## src/hdl/mips_pkg.sv

```systemverilog
package mips_pkg;

    typedef logic [31:0] word_t;

    localparam word_t EXC_VECTOR_DEFAULT = 32'hBFC00380; // General exception vector, BEV = 1.

    // Operations as they leave the decoder.
    typedef enum logic [5:0] {
        NOP,
        ALU,
        LW,
        LH,
        LHU,
        LB,
        LBU,
        SW,
        SH,
        SB,
        SYSCALL,
        BREAK,
        ERET,
        MTC0,
        MFC0
    } decoded_op_t;

    typedef enum logic [4:0] {
        INT  = 5'd0,
        ADEL = 5'd4,  // Load or fetch address error.
        ADES = 5'd5,  // Store address error.
        SYS  = 5'd8,
        BP   = 5'd9,
        RI   = 5'd10,
        OV   = 5'd12
    } exc_code_t;

    typedef enum logic [4:0] {
        BADVADDR = 5'd8,
        COUNT    = 5'd9,
        COMPARE  = 5'd11,
        STATUS   = 5'd12,
        CAUSE    = 5'd13,
        EPC      = 5'd14
    } cp0_addr_t;

    typedef struct packed {
        decoded_op_t op;
        word_t       raw;  // Undecoded instruction word.
    } instr_t;

    // One instruction as it arrives from execute.
    typedef struct packed {
        instr_t instr;
        word_t  pcplus4;
        word_t  result;           // ALU result, the memory address for loads and stores.
        logic   exception_instr;  // Fetch address error.
        logic   exception_ri;
        logic   exception_of;
        logic   in_delay_slot;
    } exec_data_t;

    typedef struct packed {
        logic [15:0] reserved_hi;  // CU, RP, FR, RE, MX, PX, BEV, TS, SR, NMI, Impl.
        logic [7:0]  IM;
        logic [5:0]  reserved_lo;  // KSU, ERL and friends.
        logic        EXL;
        logic        IE;
    } cp0_status_t;

    typedef struct packed {
        logic        BD;
        logic        TI;
        logic [13:0] reserved_hi;
        logic [7:0]  IP;           // Only bits 1:0 are software writable.
        logic        reserved_7;
        exc_code_t   exc_code;
        logic [1:0]  reserved_lo;
    } cp0_cause_t;

    // Everything the priority encoder needs for one instruction.
    typedef struct packed {
        logic       exception_instr;
        logic       exception_ri;
        logic       exception_of;
        logic       exception_load;
        logic       exception_save;
        logic       exception_sys;
        logic       exception_bp;
        logic       in_delay_slot;
        word_t      pc;
        word_t      vaddr;
        logic [7:0] interrupt_info;  // Pending and unmasked IP bits.
        logic       is_eret;
    } exception_pipeline_t;

    // The exception chosen for this cycle.
    typedef struct packed {
        exc_code_t code;
        word_t     pc;     // Restart pc, already moved back over a branch.
        word_t     vaddr;
        logic      in_delay_slot;
        logic      is_eret;
    } exception_t;

endpackage

```

## src/hdl/exception.sv

```systemverilog
`timescale 1ns/1ns

module exception #(
    parameter mips_pkg::word_t exc_vector = mips_pkg::EXC_VECTOR_DEFAULT
) (
    input  mips_pkg::exception_pipeline_t pipe,
    input  mips_pkg::cp0_status_t         cp0_status,
    input  mips_pkg::word_t               cp0_epc,
    output logic                          valid,
    output mips_pkg::word_t               pc_target,
    output mips_pkg::exception_t          info
);
    import mips_pkg::*;

    // Bit positions in the cause vector, lowest index wins.
    localparam int SEL_INT   = 0;
    localparam int SEL_FETCH = 1;
    localparam int SEL_RI    = 2;
    localparam int SEL_OV    = 3;
    localparam int SEL_SYS   = 4;
    localparam int SEL_BP    = 5;
    localparam int SEL_LOAD  = 6;
    localparam int SEL_SAVE  = 7;
    localparam int SEL_ERET  = 8;

    logic       take_int;
    logic [8:0] causes;
    logic [8:0] sel;
    exc_code_t  code;

    assign take_int = (pipe.interrupt_info != 8'h00) && cp0_status.IE && !cp0_status.EXL;

    assign causes[SEL_INT]   = take_int;
    assign causes[SEL_FETCH] = pipe.exception_instr;
    assign causes[SEL_RI]    = pipe.exception_ri;
    assign causes[SEL_OV]    = pipe.exception_of;
    assign causes[SEL_SYS]   = pipe.exception_sys;
    assign causes[SEL_BP]    = pipe.exception_bp;
    assign causes[SEL_LOAD]  = pipe.exception_load;
    assign causes[SEL_SAVE]  = pipe.exception_save;
    assign causes[SEL_ERET]  = pipe.is_eret;

    assign sel = causes & (~causes + 9'd1); // Isolate the lowest set bit.

    always_comb begin
        code = INT;
        unique case (1'b1)
            sel[SEL_INT]:   code = INT;
            sel[SEL_FETCH]: code = ADEL;
            sel[SEL_RI]:    code = RI;
            sel[SEL_OV]:    code = OV;
            sel[SEL_SYS]:   code = SYS;
            sel[SEL_BP]:    code = BP;
            sel[SEL_LOAD]:  code = ADEL;
            sel[SEL_SAVE]:  code = ADES;
            sel[SEL_ERET]:  code = INT;  // ERET carries no cause code.
            default:        code = INT;
        endcase
    end

    assign valid     = (causes != 9'd0);
    assign pc_target = sel[SEL_ERET] ? cp0_epc : exc_vector;

    assign info.code          = code;
    assign info.pc            = pipe.in_delay_slot ? pipe.pc - 32'd4 : pipe.pc; // Back to the branch.
    assign info.vaddr         = pipe.vaddr;
    assign info.in_delay_slot = pipe.in_delay_slot;
    assign info.is_eret       = sel[SEL_ERET];

    // The reported code belongs to one of the detected causes.
    always_comb begin
        code_matches_cause: assert final (!valid || info.is_eret ||
            (code == INT && causes[SEL_INT]) ||
            (code == ADEL && (causes[SEL_FETCH] || causes[SEL_LOAD])) ||
            (code == RI && causes[SEL_RI]) || (code == OV && causes[SEL_OV]) ||
            (code == SYS && causes[SEL_SYS]) || (code == BP && causes[SEL_BP]) ||
            (code == ADES && causes[SEL_SAVE]))
        else $error("exception: code does not match a detected cause");
    end

endmodule

```

## src/hdl/exception_checker.sv

```systemverilog
`timescale 1ns/1ns

module exception_checker #(
    parameter mips_pkg::word_t exc_vector = mips_pkg::EXC_VECTOR_DEFAULT
) (
    input  logic                  reset,
    input  logic                  flush,
    input  mips_pkg::exec_data_t  in,
    input  logic [5:0]            ext_int,
    input  mips_pkg::cp0_status_t cp0_status,
    input  mips_pkg::cp0_cause_t  cp0_cause,
    input  mips_pkg::word_t       cp0_epc,
    output logic                  exception_valid,
    output mips_pkg::word_t       pcexception,
    output mips_pkg::exception_t  exception_data,
    output mips_pkg::exec_data_t  out
);
    import mips_pkg::*;

    exec_data_t          data;
    logic [5:0]          ext;
    decoded_op_t         op;
    word_t               addr;
    logic                misaligned_word;
    logic                misaligned_half;
    exception_pipeline_t pipe;

    logic                raw_valid;
    word_t               raw_target;
    exception_t          raw_info;

    assign data = reset ? '0 : in;
    assign ext  = reset ? '0 : ext_int;

    assign op   = data.instr.op;
    assign addr = data.result;

    assign misaligned_word = (addr[1:0] != 2'b00);
    assign misaligned_half = addr[0];

    assign pipe.exception_instr = data.exception_instr;
    assign pipe.exception_ri    = data.exception_ri;
    assign pipe.exception_of    = data.exception_of;
    assign pipe.exception_load  = ((op == LW) && misaligned_word) ||
                                  ((op == LH || op == LHU) && misaligned_half);
    assign pipe.exception_save  = ((op == SW) && misaligned_word) ||
                                  ((op == SH) && misaligned_half);
    assign pipe.exception_sys   = (op == SYSCALL);
    assign pipe.exception_bp    = (op == BREAK);
    assign pipe.is_eret         = (op == ERET);
    assign pipe.in_delay_slot   = data.in_delay_slot;
    assign pipe.pc              = data.pcplus4 - 32'd4;
    assign pipe.vaddr           = data.exception_instr ? pipe.pc : data.result; // Bad fetch pc.

    // Hardware lines sit in IP7..IP2, the timer shares IP7.
    assign pipe.interrupt_info = ({ext, 2'b00} | cp0_cause.IP | {cp0_cause.TI, 7'b0})
                                 & cp0_status.IM;

    exception #(
        .exc_vector(exc_vector)
    ) u_exception (
        .pipe      (pipe),
        .cp0_status(cp0_status),
        .cp0_epc   (cp0_epc),
        .valid     (raw_valid),
        .pc_target (raw_target),
        .info      (raw_info)
    );

    assign exception_valid = flush ? 1'b0 : raw_valid;
    assign pcexception     = flush ? '0 : raw_target;
    assign exception_data  = flush ? '0 : raw_info;
    assign out             = (flush || raw_valid) ? '0 : data; // Killed instructions go no further.

    // An exception needs some detected cause in this instruction.
    always_comb begin
        exception_has_cause: assert final (!exception_valid ||
            pipe.exception_instr || pipe.exception_ri || pipe.exception_of ||
            pipe.exception_load || pipe.exception_save || pipe.exception_sys ||
            pipe.exception_bp || pipe.is_eret || (pipe.interrupt_info != 8'h00))
        else $error("exception_checker: exception raised without a cause");
    end

endmodule

```

## src/hdl/cp0_regs.sv

```systemverilog
`timescale 1ns/1ns

module cp0_regs (
    input  logic                  clk,
    input  logic                  reset,
    input  logic                  exception_valid,
    input  mips_pkg::exception_t  exception_data,
    input  logic                  we,
    input  mips_pkg::cp0_addr_t   waddr,
    input  mips_pkg::word_t       wdata,
    input  mips_pkg::cp0_addr_t   raddr,
    output mips_pkg::cp0_status_t status,
    output mips_pkg::cp0_cause_t  cause,
    output mips_pkg::word_t       epc,
    output mips_pkg::word_t       rdata
);
    import mips_pkg::*;

    cp0_status_t status_q;
    cp0_cause_t  cause_q;
    word_t       epc_q;
    word_t       badvaddr_q;
    word_t       count_q;
    word_t       compare_q;
    logic        count_phase;  // Count steps at half the clock rate.

    logic        take_exc;
    logic        take_eret;
    logic        addr_error;
    cp0_status_t wr_status;
    cp0_cause_t  wr_cause;

    assign take_exc   = exception_valid && !exception_data.is_eret;
    assign take_eret  = exception_valid && exception_data.is_eret;
    assign addr_error = (exception_data.code == ADEL) || (exception_data.code == ADES);

    assign wr_status = cp0_status_t'(wdata);
    assign wr_cause  = cp0_cause_t'(wdata);

    always_ff @(posedge clk) begin
        if (reset) begin
            status_q     <= '0;
            status_q.EXL <= 1'b1;  // Start in kernel mode with interrupts held off.
            cause_q      <= '0;
            epc_q        <= '0;
            badvaddr_q   <= '0;
            count_q      <= '0;
            compare_q    <= '0;
            count_phase  <= 1'b0;
        end else begin
            count_phase <= ~count_phase;
            if (count_phase) begin
                count_q <= count_q + 32'd1;
            end
            if (count_q == compare_q) begin
                cause_q.TI <= 1'b1;
            end

            if (take_exc) begin
                status_q.EXL     <= 1'b1;
                cause_q.exc_code <= exception_data.code;
                cause_q.BD       <= exception_data.in_delay_slot;
                if (!status_q.EXL) begin
                    epc_q <= exception_data.pc;  // Nested exceptions keep the first EPC.
                end
                if (addr_error) begin
                    badvaddr_q <= exception_data.vaddr;
                end
            end else if (take_eret) begin
                status_q.EXL <= 1'b0;
            end else if (we) begin
                case (waddr)
                    STATUS: begin
                        status_q.IM  <= wr_status.IM;
                        status_q.EXL <= wr_status.EXL;
                        status_q.IE  <= wr_status.IE;
                    end
                    CAUSE: begin
                        cause_q.IP[1:0] <= wr_cause.IP[1:0];  // Software interrupts.
                    end
                    EPC: begin
                        epc_q <= wdata;
                    end
                    COUNT: begin
                        count_q <= wdata;
                    end
                    COMPARE: begin
                        compare_q  <= wdata;
                        cause_q.TI <= 1'b0;  // Acknowledges the timer.
                    end
                    default: begin
                    end
                endcase
            end
        end
    end

    always_comb begin
        case (raddr)
            BADVADDR: rdata = badvaddr_q;
            COUNT:    rdata = count_q;
            COMPARE:  rdata = compare_q;
            STATUS:   rdata = status_q;
            CAUSE:    rdata = cause_q;
            EPC:      rdata = epc_q;
            default:  rdata = '0;
        endcase
    end

    assign status = status_q;
    assign cause  = cause_q;
    assign epc    = epc_q;

    // A taken exception leaves EXL set, and a first-level one records its pc.
    exl_after_exception: assert property (
        @(posedge clk) disable iff (reset)
        take_exc |=> status_q.EXL
    ) else $error("cp0_regs: EXL not set after an exception");

    epc_on_first_exception: assert property (
        @(posedge clk) disable iff (reset)
        (take_exc && !status_q.EXL) |=> (epc_q == $past(exception_data.pc))
    ) else $error("cp0_regs: EPC not captured on a first-level exception");

endmodule

```

## src/hdl/exception_unit.sv

```systemverilog
`timescale 1ns/1ns

module exception_unit #(
    parameter mips_pkg::word_t exc_vector = mips_pkg::EXC_VECTOR_DEFAULT
) (
    input  logic                 clk,
    input  logic                 reset,
    input  logic                 flush,
    input  mips_pkg::exec_data_t in,
    input  logic [5:0]           ext_int,
    input  logic                 cp0_we,
    input  mips_pkg::cp0_addr_t  cp0_waddr,
    input  mips_pkg::word_t      cp0_wdata,
    input  mips_pkg::cp0_addr_t  cp0_raddr,
    output logic                 exception_valid,
    output mips_pkg::word_t      pcexception,
    output mips_pkg::exception_t exception_data,
    output mips_pkg::exec_data_t out,
    output mips_pkg::word_t      cp0_rdata
);
    import mips_pkg::*;

    cp0_status_t cp0_status;
    cp0_cause_t  cp0_cause;
    word_t       cp0_epc;

    exception_checker #(
        .exc_vector(exc_vector)
    ) u_checker (
        .reset          (reset),
        .flush          (flush),
        .in             (in),
        .ext_int        (ext_int),
        .cp0_status     (cp0_status),
        .cp0_cause      (cp0_cause),
        .cp0_epc        (cp0_epc),
        .exception_valid(exception_valid),
        .pcexception    (pcexception),
        .exception_data (exception_data),
        .out            (out)
    );

    cp0_regs u_cp0 (
        .clk            (clk),
        .reset          (reset),
        .exception_valid(exception_valid),
        .exception_data (exception_data),
        .we             (cp0_we),
        .waddr          (cp0_waddr),
        .wdata          (cp0_wdata),
        .raddr          (cp0_raddr),
        .status         (cp0_status),
        .cause          (cp0_cause),
        .epc            (cp0_epc),
        .rdata          (cp0_rdata)
    );

endmodule

```

## config.mk

```make
export PLATFORM = sky130hd
export DESIGN_NAME = exception_unit
export DESIGN_NICKNAME = d
export VERILOG_FILES = /design/src/hdl/mips_pkg.sv /design/src/hdl/exception.sv /design/src/hdl/exception_checker.sv /design/src/hdl/cp0_regs.sv /design/src/hdl/exception_unit.sv
export SDC_FILE = /design/constraint.sdc
export NUM_CORES = 1
export LEC_CHECK = 0
export BUFFER_PORTS_ARGS = -buffer_cell sky130_fd_sc_hd__buf_2
export CELL_PAD_IN_SITES_DETAIL_PLACEMENT = 1
export CELL_PAD_IN_SITES_GLOBAL_PLACEMENT = 1
export CORE_AREA = 5 5 183 185
export DETAILED_ROUTE_END_ITERATION = 7
export DIE_AREA = 0 0 188 190
export MAX_ROUTING_LAYER = met4
export PLACE_DENSITY = 0.88
export RECOVER_POWER = 50
export SETUP_SLACK_MARGIN = 0.02
export SLEW_MARGIN = 20
export SYNTH_ARGS = -nofsm -noshare
export SYNTH_HDL_FRONTEND = slang
export SYNTH_SLANG_ARGS = --single-unit
```

## constraint.sdc

```tcl
create_clock -name clk -period 6.7 [get_ports clk]
set_clock_uncertainty 0.15 [all_clocks]
set_input_delay 0.335 -clock clk [delete_from_list [all_inputs] [get_ports clk]]
set_output_delay 0.335 -clock clk [all_outputs]
set_load 0.01 [all_outputs]
```

# After elaboration in Yosys (flattened, before gate mapping)

Index checks and enable logic that the tools add are counted.

Bits in registers: 148
Input bits: 158
Output and inout bits: 242
Logic and storage cells: 107

Bitwise gates (word level): 8
Eq/ne operators: 24
Reduce and logical (&&, ||, !) cells: 30
Add/subtract/negate cells: 4
Multiplexer cells: 29

Operators with widths:

| kind                                                | number |
|---|---|
| two-way mux 32 bit                                  | 14 |
| two-way mux 106 bit                                 | 2 |
| case mux 32 bit (6 select lines)                    | 1 |
| two-way mux 70 bit                                  | 1 |
| subtractor 32 x 3 -> 32 bit, second input constant  | 2 |
| equality test 5 x 4 -> 1 bit, second input constant | 11 |
| adder 32 x 1 -> 32 bit, second input constant       | 1 |
| equality test 32 bit                                | 1 |
| equality test 6 x 4 -> 1 bit, second input constant | 4 |
| case mux 4 bit (6 select lines)                     | 1 |
| AND reduction 4 bit                                 | 4 |
| equality test 6 x 2 -> 1 bit, second input constant | 2 |
| equality test 6 x 3 -> 1 bit, second input constant | 2 |
| nonzero test 2 bit                                  | 5 |
| adder 9 x 1 -> 9 bit, second input constant         | 1 |
| bitwise AND 9 bit                                   | 1 |
| NOT 9 bit                                           | 1 |
| nonzero test 9 bit                                  | 1 |
| bitwise AND 8 bit                                   | 1 |
| equality test 4 x 3 -> 1 bit, second input constant | 2 |
| logical AND 1 bit                                   | 8 |
| bitwise OR 8 x 2 -> 8 bit                           | 1 |
| bitwise OR 8 bit                                    | 1 |
| nonzero test 8 bit                                  | 1 |
| 10 further kinds                                    | 26 |

# Logic depth before layout (Yosys ltp)

Gate-level depths: netlist of the first run.

Depth in word-level cells: 17
Mapped depth: 18
Depth with buffers taken out: 11

# Hierarchy

Synthesis of the first run repeated with hierarchy kept, for this count alone.

Cell total of the unflattened synthesis: 1649
Area, all modules: 11841.4 µm²

By module, submodules not included:

| module            | area an instance (µm²) | times used | cells each |
|---|---|---|---|
| cp0_regs          | 7488.4                 | 1          | 959 |
| exception_checker | 3104.2                 | 1          | 512 |
| exception         | 1248.7                 | 1          | 178 |

# Least setup slack after synthesis of the first run

OpenSTA, ideal clock, no wires.

Path kind: input-to-output
Start: input reset
End: output exception_data[65] (netlist bit)
Data required time: 6215 ps
Arrival: 4549 ps
Path slack: 1666 ps
Buffers on the path: 7
Stages: 18
Cells stage by stage: buf_2 > inv_2 > clkbuf_1 > clkbuf_1 > clkbuf_1 > nand2_1 > ha_1 > a211oi_1 > buf_2 > nand4_1 > mux2_2 > or3_1 > buf_2 > or3_1 > or2_0 > clkbuf_1 > o31a_1 > nor3_1

RTL lines:

| item            | line                 | text |
|---|---|---|
| start, declared | exception_unit.sv:7  | `input logic reset,` |
| end, declared   | exception_unit.sv:17 | `output mips_pkg::exception_t exception_data,` |

==> results.cfg, run 1 <==
[logic_synthesis]
synthArstFlopShare = 0
synthTopCellsByArea = dfxtp_1 26%, mux2i_1 8.0%, nor2_1 7.0%
yosys_most_used_dff = dfxtp_1
yosys.area_share.simple = 0.330
synth_compound_area_frac = 0.194
ys_warn_count = 0
ys_ff_latch = 147
syn_area_mm2 = 0.0112
synthMuxAreaShare = 0.0839
ys_seq_area_frac = 0.264
synth_top_area_cell = dfxtp_1
synth_xor_area_frac = 0.0644
syn_area_per_cell_um2 = 7.45
synth_cell_types = 81
synth_top_family_by_area = simple AND/OR/NAND/NOR gates
synth-edff-count = 0
synth-adder-area-share = 0.00561
synth_top_area_share = 0.264
synthCells = 1497

[min_path]
hold_class = in -> reg
min_path_cells = 3

[timing]
relSlewSlack = -0.951
fin_setup_tns_ns = 0
setup_viol = 0
fin_crit_ns = 5.67
max_freq_mhz = 176
fin_crit_sh = 0.846
rsz0062_at_grt = false
slew_viol_final = 166
tightest_slew_ns = 2.93
hold_viol_final = 0
finalWorstSetupSlack_ns = 1.03

[clock_network]
ctsResizeCount = 0
numCtsBuffers = 17
clk_pin_slew_ns = 0.06
clockRootBuffer = clkbuf_16
cts_hold_buf = 0
htree_levels = 4
insertion_delay_ns = 0.44
clockBufferDepth = 2
clock_sinks = 147
cts_tree = built
post_cts_buffers = 0

[place]
gp_congestion = 0.942
port_buffers = 395
dp_slack_ns = 1.13
dp_hpwl_mm = 43.2

[setup_path]
worstSetupEndpoint = exception_data[64]
cp.depth = 14
critPathLaunchType = input port
required_ns = 6.21
rrSetupSlack_ns = 1.75
reg2regPathDepth = 8
cp-end-kind = output port
cp_top_family = simple AND/OR/NAND/NOR gates
crit_type = in -> out
worstPathArrival_ns = 5.18
cp_cell_sequence = buf_4 -> inv_1 -> nand2_1 -> ha_1 -> nor4b_2 -> buf_4 -> nand3_1 -> a2111oi_0 -> o21ai_1 -> nor4_1 -> nand3_1 -> or3_1 -> a21oi_1 -> buf_2
crit_buf_inv = 4
critPathMaxStageDelay_ns = 0.71
r2r_start = u_cp0.status[11]
slowest_stage = nor4_1
cp_max_fo = 64
critPathLaunch = reset
r2r-end = u_cp0.badvaddr_q[31]

[power_and_ir_drop]
powerDensity_mw_per_mm2 = 171
total_power_mw = 2.37
leakagePower_nw = 6.07
peakVddDrop_mv = 0.175

[outcome]
status = finished, violations left
violations = capacitance limit, slew limit

[detailed_routing]
dr.pass1.iters = 6
via_count = 13300
drtIter0Drc = 1094
final_antenna_net_count = 0
wl_per_cell_um = 24.9
remaining_drc_errors = 0
wl_mm = 55.7
vias_per_cell = 5.94

[global_routing]
grt_antenna_before_repair = 3
grt_pass1_vias = 13700
grtUsageTotal = 0.305
grt_pass1_wl_mm = 83.0
grt_max_degree = 74
grt_overflow = 0

[layout]
areaGrowthSynthToFinish_pct = 24.1
fillers = 4105
drive_above_1_share = 0.218
final_common_cell = buf_2
layout_common_cells = 313 x buf_2, 205 x nor2_1, 147 x dfxtp_1
nNetsFinal = 1981
post-route-util = 0.434

[die]
coreArea_mm2 = 0.0319
die_x_um = 188
io_pins = 400
initial_core_util = 0.350
die_h_um = 190
die_area_mm2 = 0.0357
rows = 66

[job]
max-cap-violations = 5
[synthesized netlist by cell type, types with 7 or more instances]
cell type and number:
nor2_1 207, buf_2 18, or3_1 16, dfxtp_1 147, nand2_1 108, and2_1 124
and4_1 9, a31oi_1 7, a21boi_0 8, o211ai_1 10, xor2_1 26, nor2b_1 9
a211oi_1 49, nor4_1 18, and3_1 12, a22oi_1 64, buf_1 10, a221oi_1 8
or4_1 12, a311oi_1 7, inv_1 34, nand2b_1 13, mux2i_1 89, nand4_1 41
xnor2_1 56, clkbuf_1 88, o21ai_0 26, a21oi_1 49, nand3_1 52, nor3_1 55
[kinds of logic after synthesis]
logic type | count (synthesis)
buffers and inverters | 159
AND/OR/NAND/NOR | 715
adder cells (fa/ha/maj) | 5
XOR/XNOR | 82
AO/OA/AOI/OAI | 295
multiplexers | 93
other | 1
flip-flops | 147
[per-stage QoR]
| stage | instances | area, um^2 | hold WS (ns) |
|---|---|---|---|
| finish | 2241 | 13800 | 0.0551 |
| global route | 2241 | 13800 | 0.0658 |
| CTS | 2238 | 14000 | 0.0471 |
| detailed placement | 2207 | 13400 | 0.307 |
| global placement | 2207 | 13400 | 0.290 |
| floorplan | 1500 | 11200 | 0.272 |
[flip-flops by register name (all words and copies together), names as in the netlist]
register and count:
u_cp0.compare_q 32, u_cp0.badvaddr_q 32, u_cp0.cause 8, u_cp0.count_phase 1, u_cp0.status 10, u_cp0.count_q 32, u_cp0.epc 32
[worst register-to-register path: cells and delay by family (launching register included)]
kind,cells,cell delay (ns)
simple gates,4,3.23
flops,1,0.34
compound gates,4,1.11
[worst min path at each step]
stage / startpoint / end
floorplan: u_cp0.cause[4] / u_cp0.cause[4]
global placement: u_cp0.cause[2] / u_cp0.cause[2]
detailed placement: u_cp0.cause[31] / u_cp0.cause[31]
CTS: cp0_wdata[4] / u_cp0.compare_q[4]
global route: cp0_wdata[4] / u_cp0.compare_q[4]
finish: cp0_wdata[4] / u_cp0.compare_q[4]
[routing by layer]
layer,wire length (um),vias to the layer above,global-route usage
met5,0,-,-
met4,2290,0,0.128
met3,4030,115,0.0552
met2,26200,675,0.491
met1,23200,6496,0.377
li1,-,6031,-
[layout make-up]
cell class | instances | area [um^2] | share of cell area
antenna | 3 | 7.51 | 0.000542
clock buffer | 17 | 425 | 0.0307
clock inverter | 14 | 156 | 0.0113
inverter | 36 | 135 | 0.00976
multi-input combinational | 1194 | 7620 | 0.550
sequential | 147 | 2940 | 0.213
tap | 408 | 510 | 0.0369
timing repair buffer | 422 | 2050 | 0.148
[power by group]
group	internal [mW]	total, mW	switching [mW]
clock	0.550	0.961	0.410
sequential	0.887	0.904	0.0163
combinational	0.166	0.505	0.339
total	1.60	2.37	0.766
(Power assumes the default switching activity.)
==> run 2, diff against run 1 <==
- clock period: 6.7 -> 5.6 ns (I/O delays scaled with it)
==> run 2 against run 1 <==
The flow still finishes with violations (capacitance limit, slew limit). Register-to-register slack lost 1.2 ns. Critical endpoint is now u_cp0.compare_q[1]. Hold slack got worse by 0.039 ns. First-iteration DRC count increased by 17%. Cell count up 1.2%. Setup slack lost 0.66 ns. Global-route usage is 0.40 points higher. Via count increased by 0.68%. Core utilization up 1.0 points. Sequential power rose by 19%. Clock-buffer cell count up 1. Sequential share of layout area is 0.49 points lower.
==> results.cfg, run 2 (synthesis results as in run 1) <==
[clock_network]
clock_sinks = 147
htree_levels = 4
clk_pin_slew_ns = 0.07
numCtsBuffers = 17
ctsResizeCount = 0
cts_tree = built
clockRootBuffer = clkbuf_16
clockBufferDepth = 2
insertion_delay_ns = 0.44

[power_and_ir_drop]
swShare = 0.301
clkPwrFrac = 0.438
peakVddDrop_mv = 0.212
powerDensity_mw_per_mm2 = 214
seqPwrFrac = 0.357
pwr-share-comb = 0.205
power.switching_uw = 913
leakagePower_nw = 6.24
p_int_mw = 2.12

[timing]
hold_viol_final = 0
max_freq_mhz = 191
setup_viol = 0
fin_setup_tns_ns = 0
fin_crit_sh = 0.933
fin_crit_ns = 5.22
relSlewSlack = -0.778
slew_viol_final = 198
tightest_slew_ns = 2.67
rsz0062_at_grt = false

[layout]
drive_above_1_share = 0.220
final_cell_area_mm2 = 0.0142
multi_input_area_mm2 = 0.00761
fillers = 4060
areaGrowthSynthToFinish_pct = 27.0
layout_common_cells = 310 x buf_2, 206 x nor2_1, 147 x dfxtp_1
seqCellArea_mm2 = 0.00294
final_common_cell = buf_2
nNetsFinal = 2009

[global_routing]
globalRouteMet1Util = 0.395
grt_overflow = 0
grtUsageTotal = 0.309
use_met2 = 0.504
grt_antenna_before_repair = 2
grtUsageMet3 = 0.0406
grt_max_degree = 126
grt_pass1_wl_mm = 84.2
grt_pass1_vias = 13700
busiest_layer = met2

[setup_path]
critPathLaunchType = input port
cp-end-kind = flip-flop
crit_type = in -> reg
r2r-end = u_cp0.compare_q[1]
cp_max_fo = 125
worstPathArrival_ns = 5.29
worstSetupEndpoint = u_cp0.compare_q[1]
required_ns = 5.67
r2r_start = u_cp0.status[11]
rrSetupSlack_ns = 0.51
reg2regPathDepth = 11
critPathLaunch = reset

[outcome]
violations = capacitance limit, slew limit
status = finished, violations left

[detailed_routing]
wl_mm = 56.3
wl_per_cell_um = 24.8
via_count = 13400
dr.pass1.iters = 5
vias_per_cell = 5.91
remaining_drc_errors = 0
drtIter0Drc = 1281
final_antenna_net_count = 0

[die]
die_x_um = 188
io_pins = 400
die_h_um = 190
die_area_mm2 = 0.0357
initial_core_util = 0.350
coreArea_mm2 = 0.0319
rows = 66

[place]
placed_cell_area_mm2 = 0.0135
gp_congestion = 0.946
dp_hpwl_mm = 43.6
port_buffers = 395

[job]
max-cap-violations = 6

[min_path]
hold_class = in -> reg
[run 2: cell count changes in the layout (fill, tap and decap cells not counted), sizes merged]
cell | before | now
dlygate4sd3 | 0 | 13
diode | 3 | 1
buf | 333 | 343
bufinv | 2 | 6
clkinvlp | 4 | 2
inv | 38 | 36
clkbuf | 106 | 112
[run 2: stage by stage]
stage	hold WS, ns	utilization	setup WS [ns]	power (mW)	cells
detailed placement	0.303	0.424	0.698	1.71	2222
finish	0.0163	0.445	0.377	3.03	2268
global route	0.0208	0.445	0.180	3.13	2268
CTS	0.000725	0.449	0.699	3.03	2267
floorplan	0.272	-	0.676	1.42	1500
global placement	0.297	0.424	0.782	1.70	2222
[run 2: final cells by class]
| class | count | share of cell area |
|---|---|---|
| multi-input combinational | 1194 | 0.537 |
| clock buffer | 18 | 0.0310 |
| sequential | 147 | 0.208 |
| inverter | 36 | 0.00954 |
| antenna | 1 | 0.000177 |
| timing repair buffer | 450 | 0.162 |
| clock inverter | 14 | 0.0164 |
| tap | 408 | 0.0360 |
[run 2: power groups by stage]
stage	sequential (mW)	combinational (mW)	clock, mW
4_1_cts	1.08	0.621	1.33
2_1_floorplan	1.09	0.324	0
5_1_grt	1.08	0.662	1.38
6_report	1.08	0.621	1.33
3_3_place_gp	1.10	0.601	0
3_5_place_dp	1.10	0.610	0
[run 2: what timing repair did]
item	CTS	global route
hold buffers	13	0
hold endpoints to repair	14	0
setup buffers	0	0
[run 2: worst max-delay path, stage by stage]
cell	delay [ns]
buf_4	0.29
buf_12	0.44
nor2b_1	0.10
o21ai_0	0.23
a311oi_1	0.30
nor4_1	0.53
clkbuf_1	0.33
a21o_1	0.28
clkbuf_1	0.89
nand4_1	0.17
clkbuf_2	0.75
mux2i_1	0.44
nor2_1	0.10
[run 2: metal layers]
metal | share of wire | routed length [um]
met1 | 0.43 | 24300
met2 | 0.47 | 26500
met3 | 0.065 | 3630
met4 | 0.035 | 1960
met5 | 0 | 0
[run 2: how the worst min path moves through the flow]
stage / from / endpoint / slack (ns) / cells past startpoint
floorplan: u_cp0.cause[4] / u_cp0.cause[4] / 0.27 / 2
global placement: u_cp0.cause[2] / u_cp0.cause[2] / 0.30 / 1
detailed placement: u_cp0.cause[4] / u_cp0.cause[4] / 0.30 / 2
CTS: cp0_wdata[6] / u_cp0.compare_q[6] / 0.0007 / 3
global route: cp0_wdata[3] / u_cp0.compare_q[3] / 0.02 / 3
finish: cp0_wdata[10] / u_cp0.status[10] / 0.02 / 3
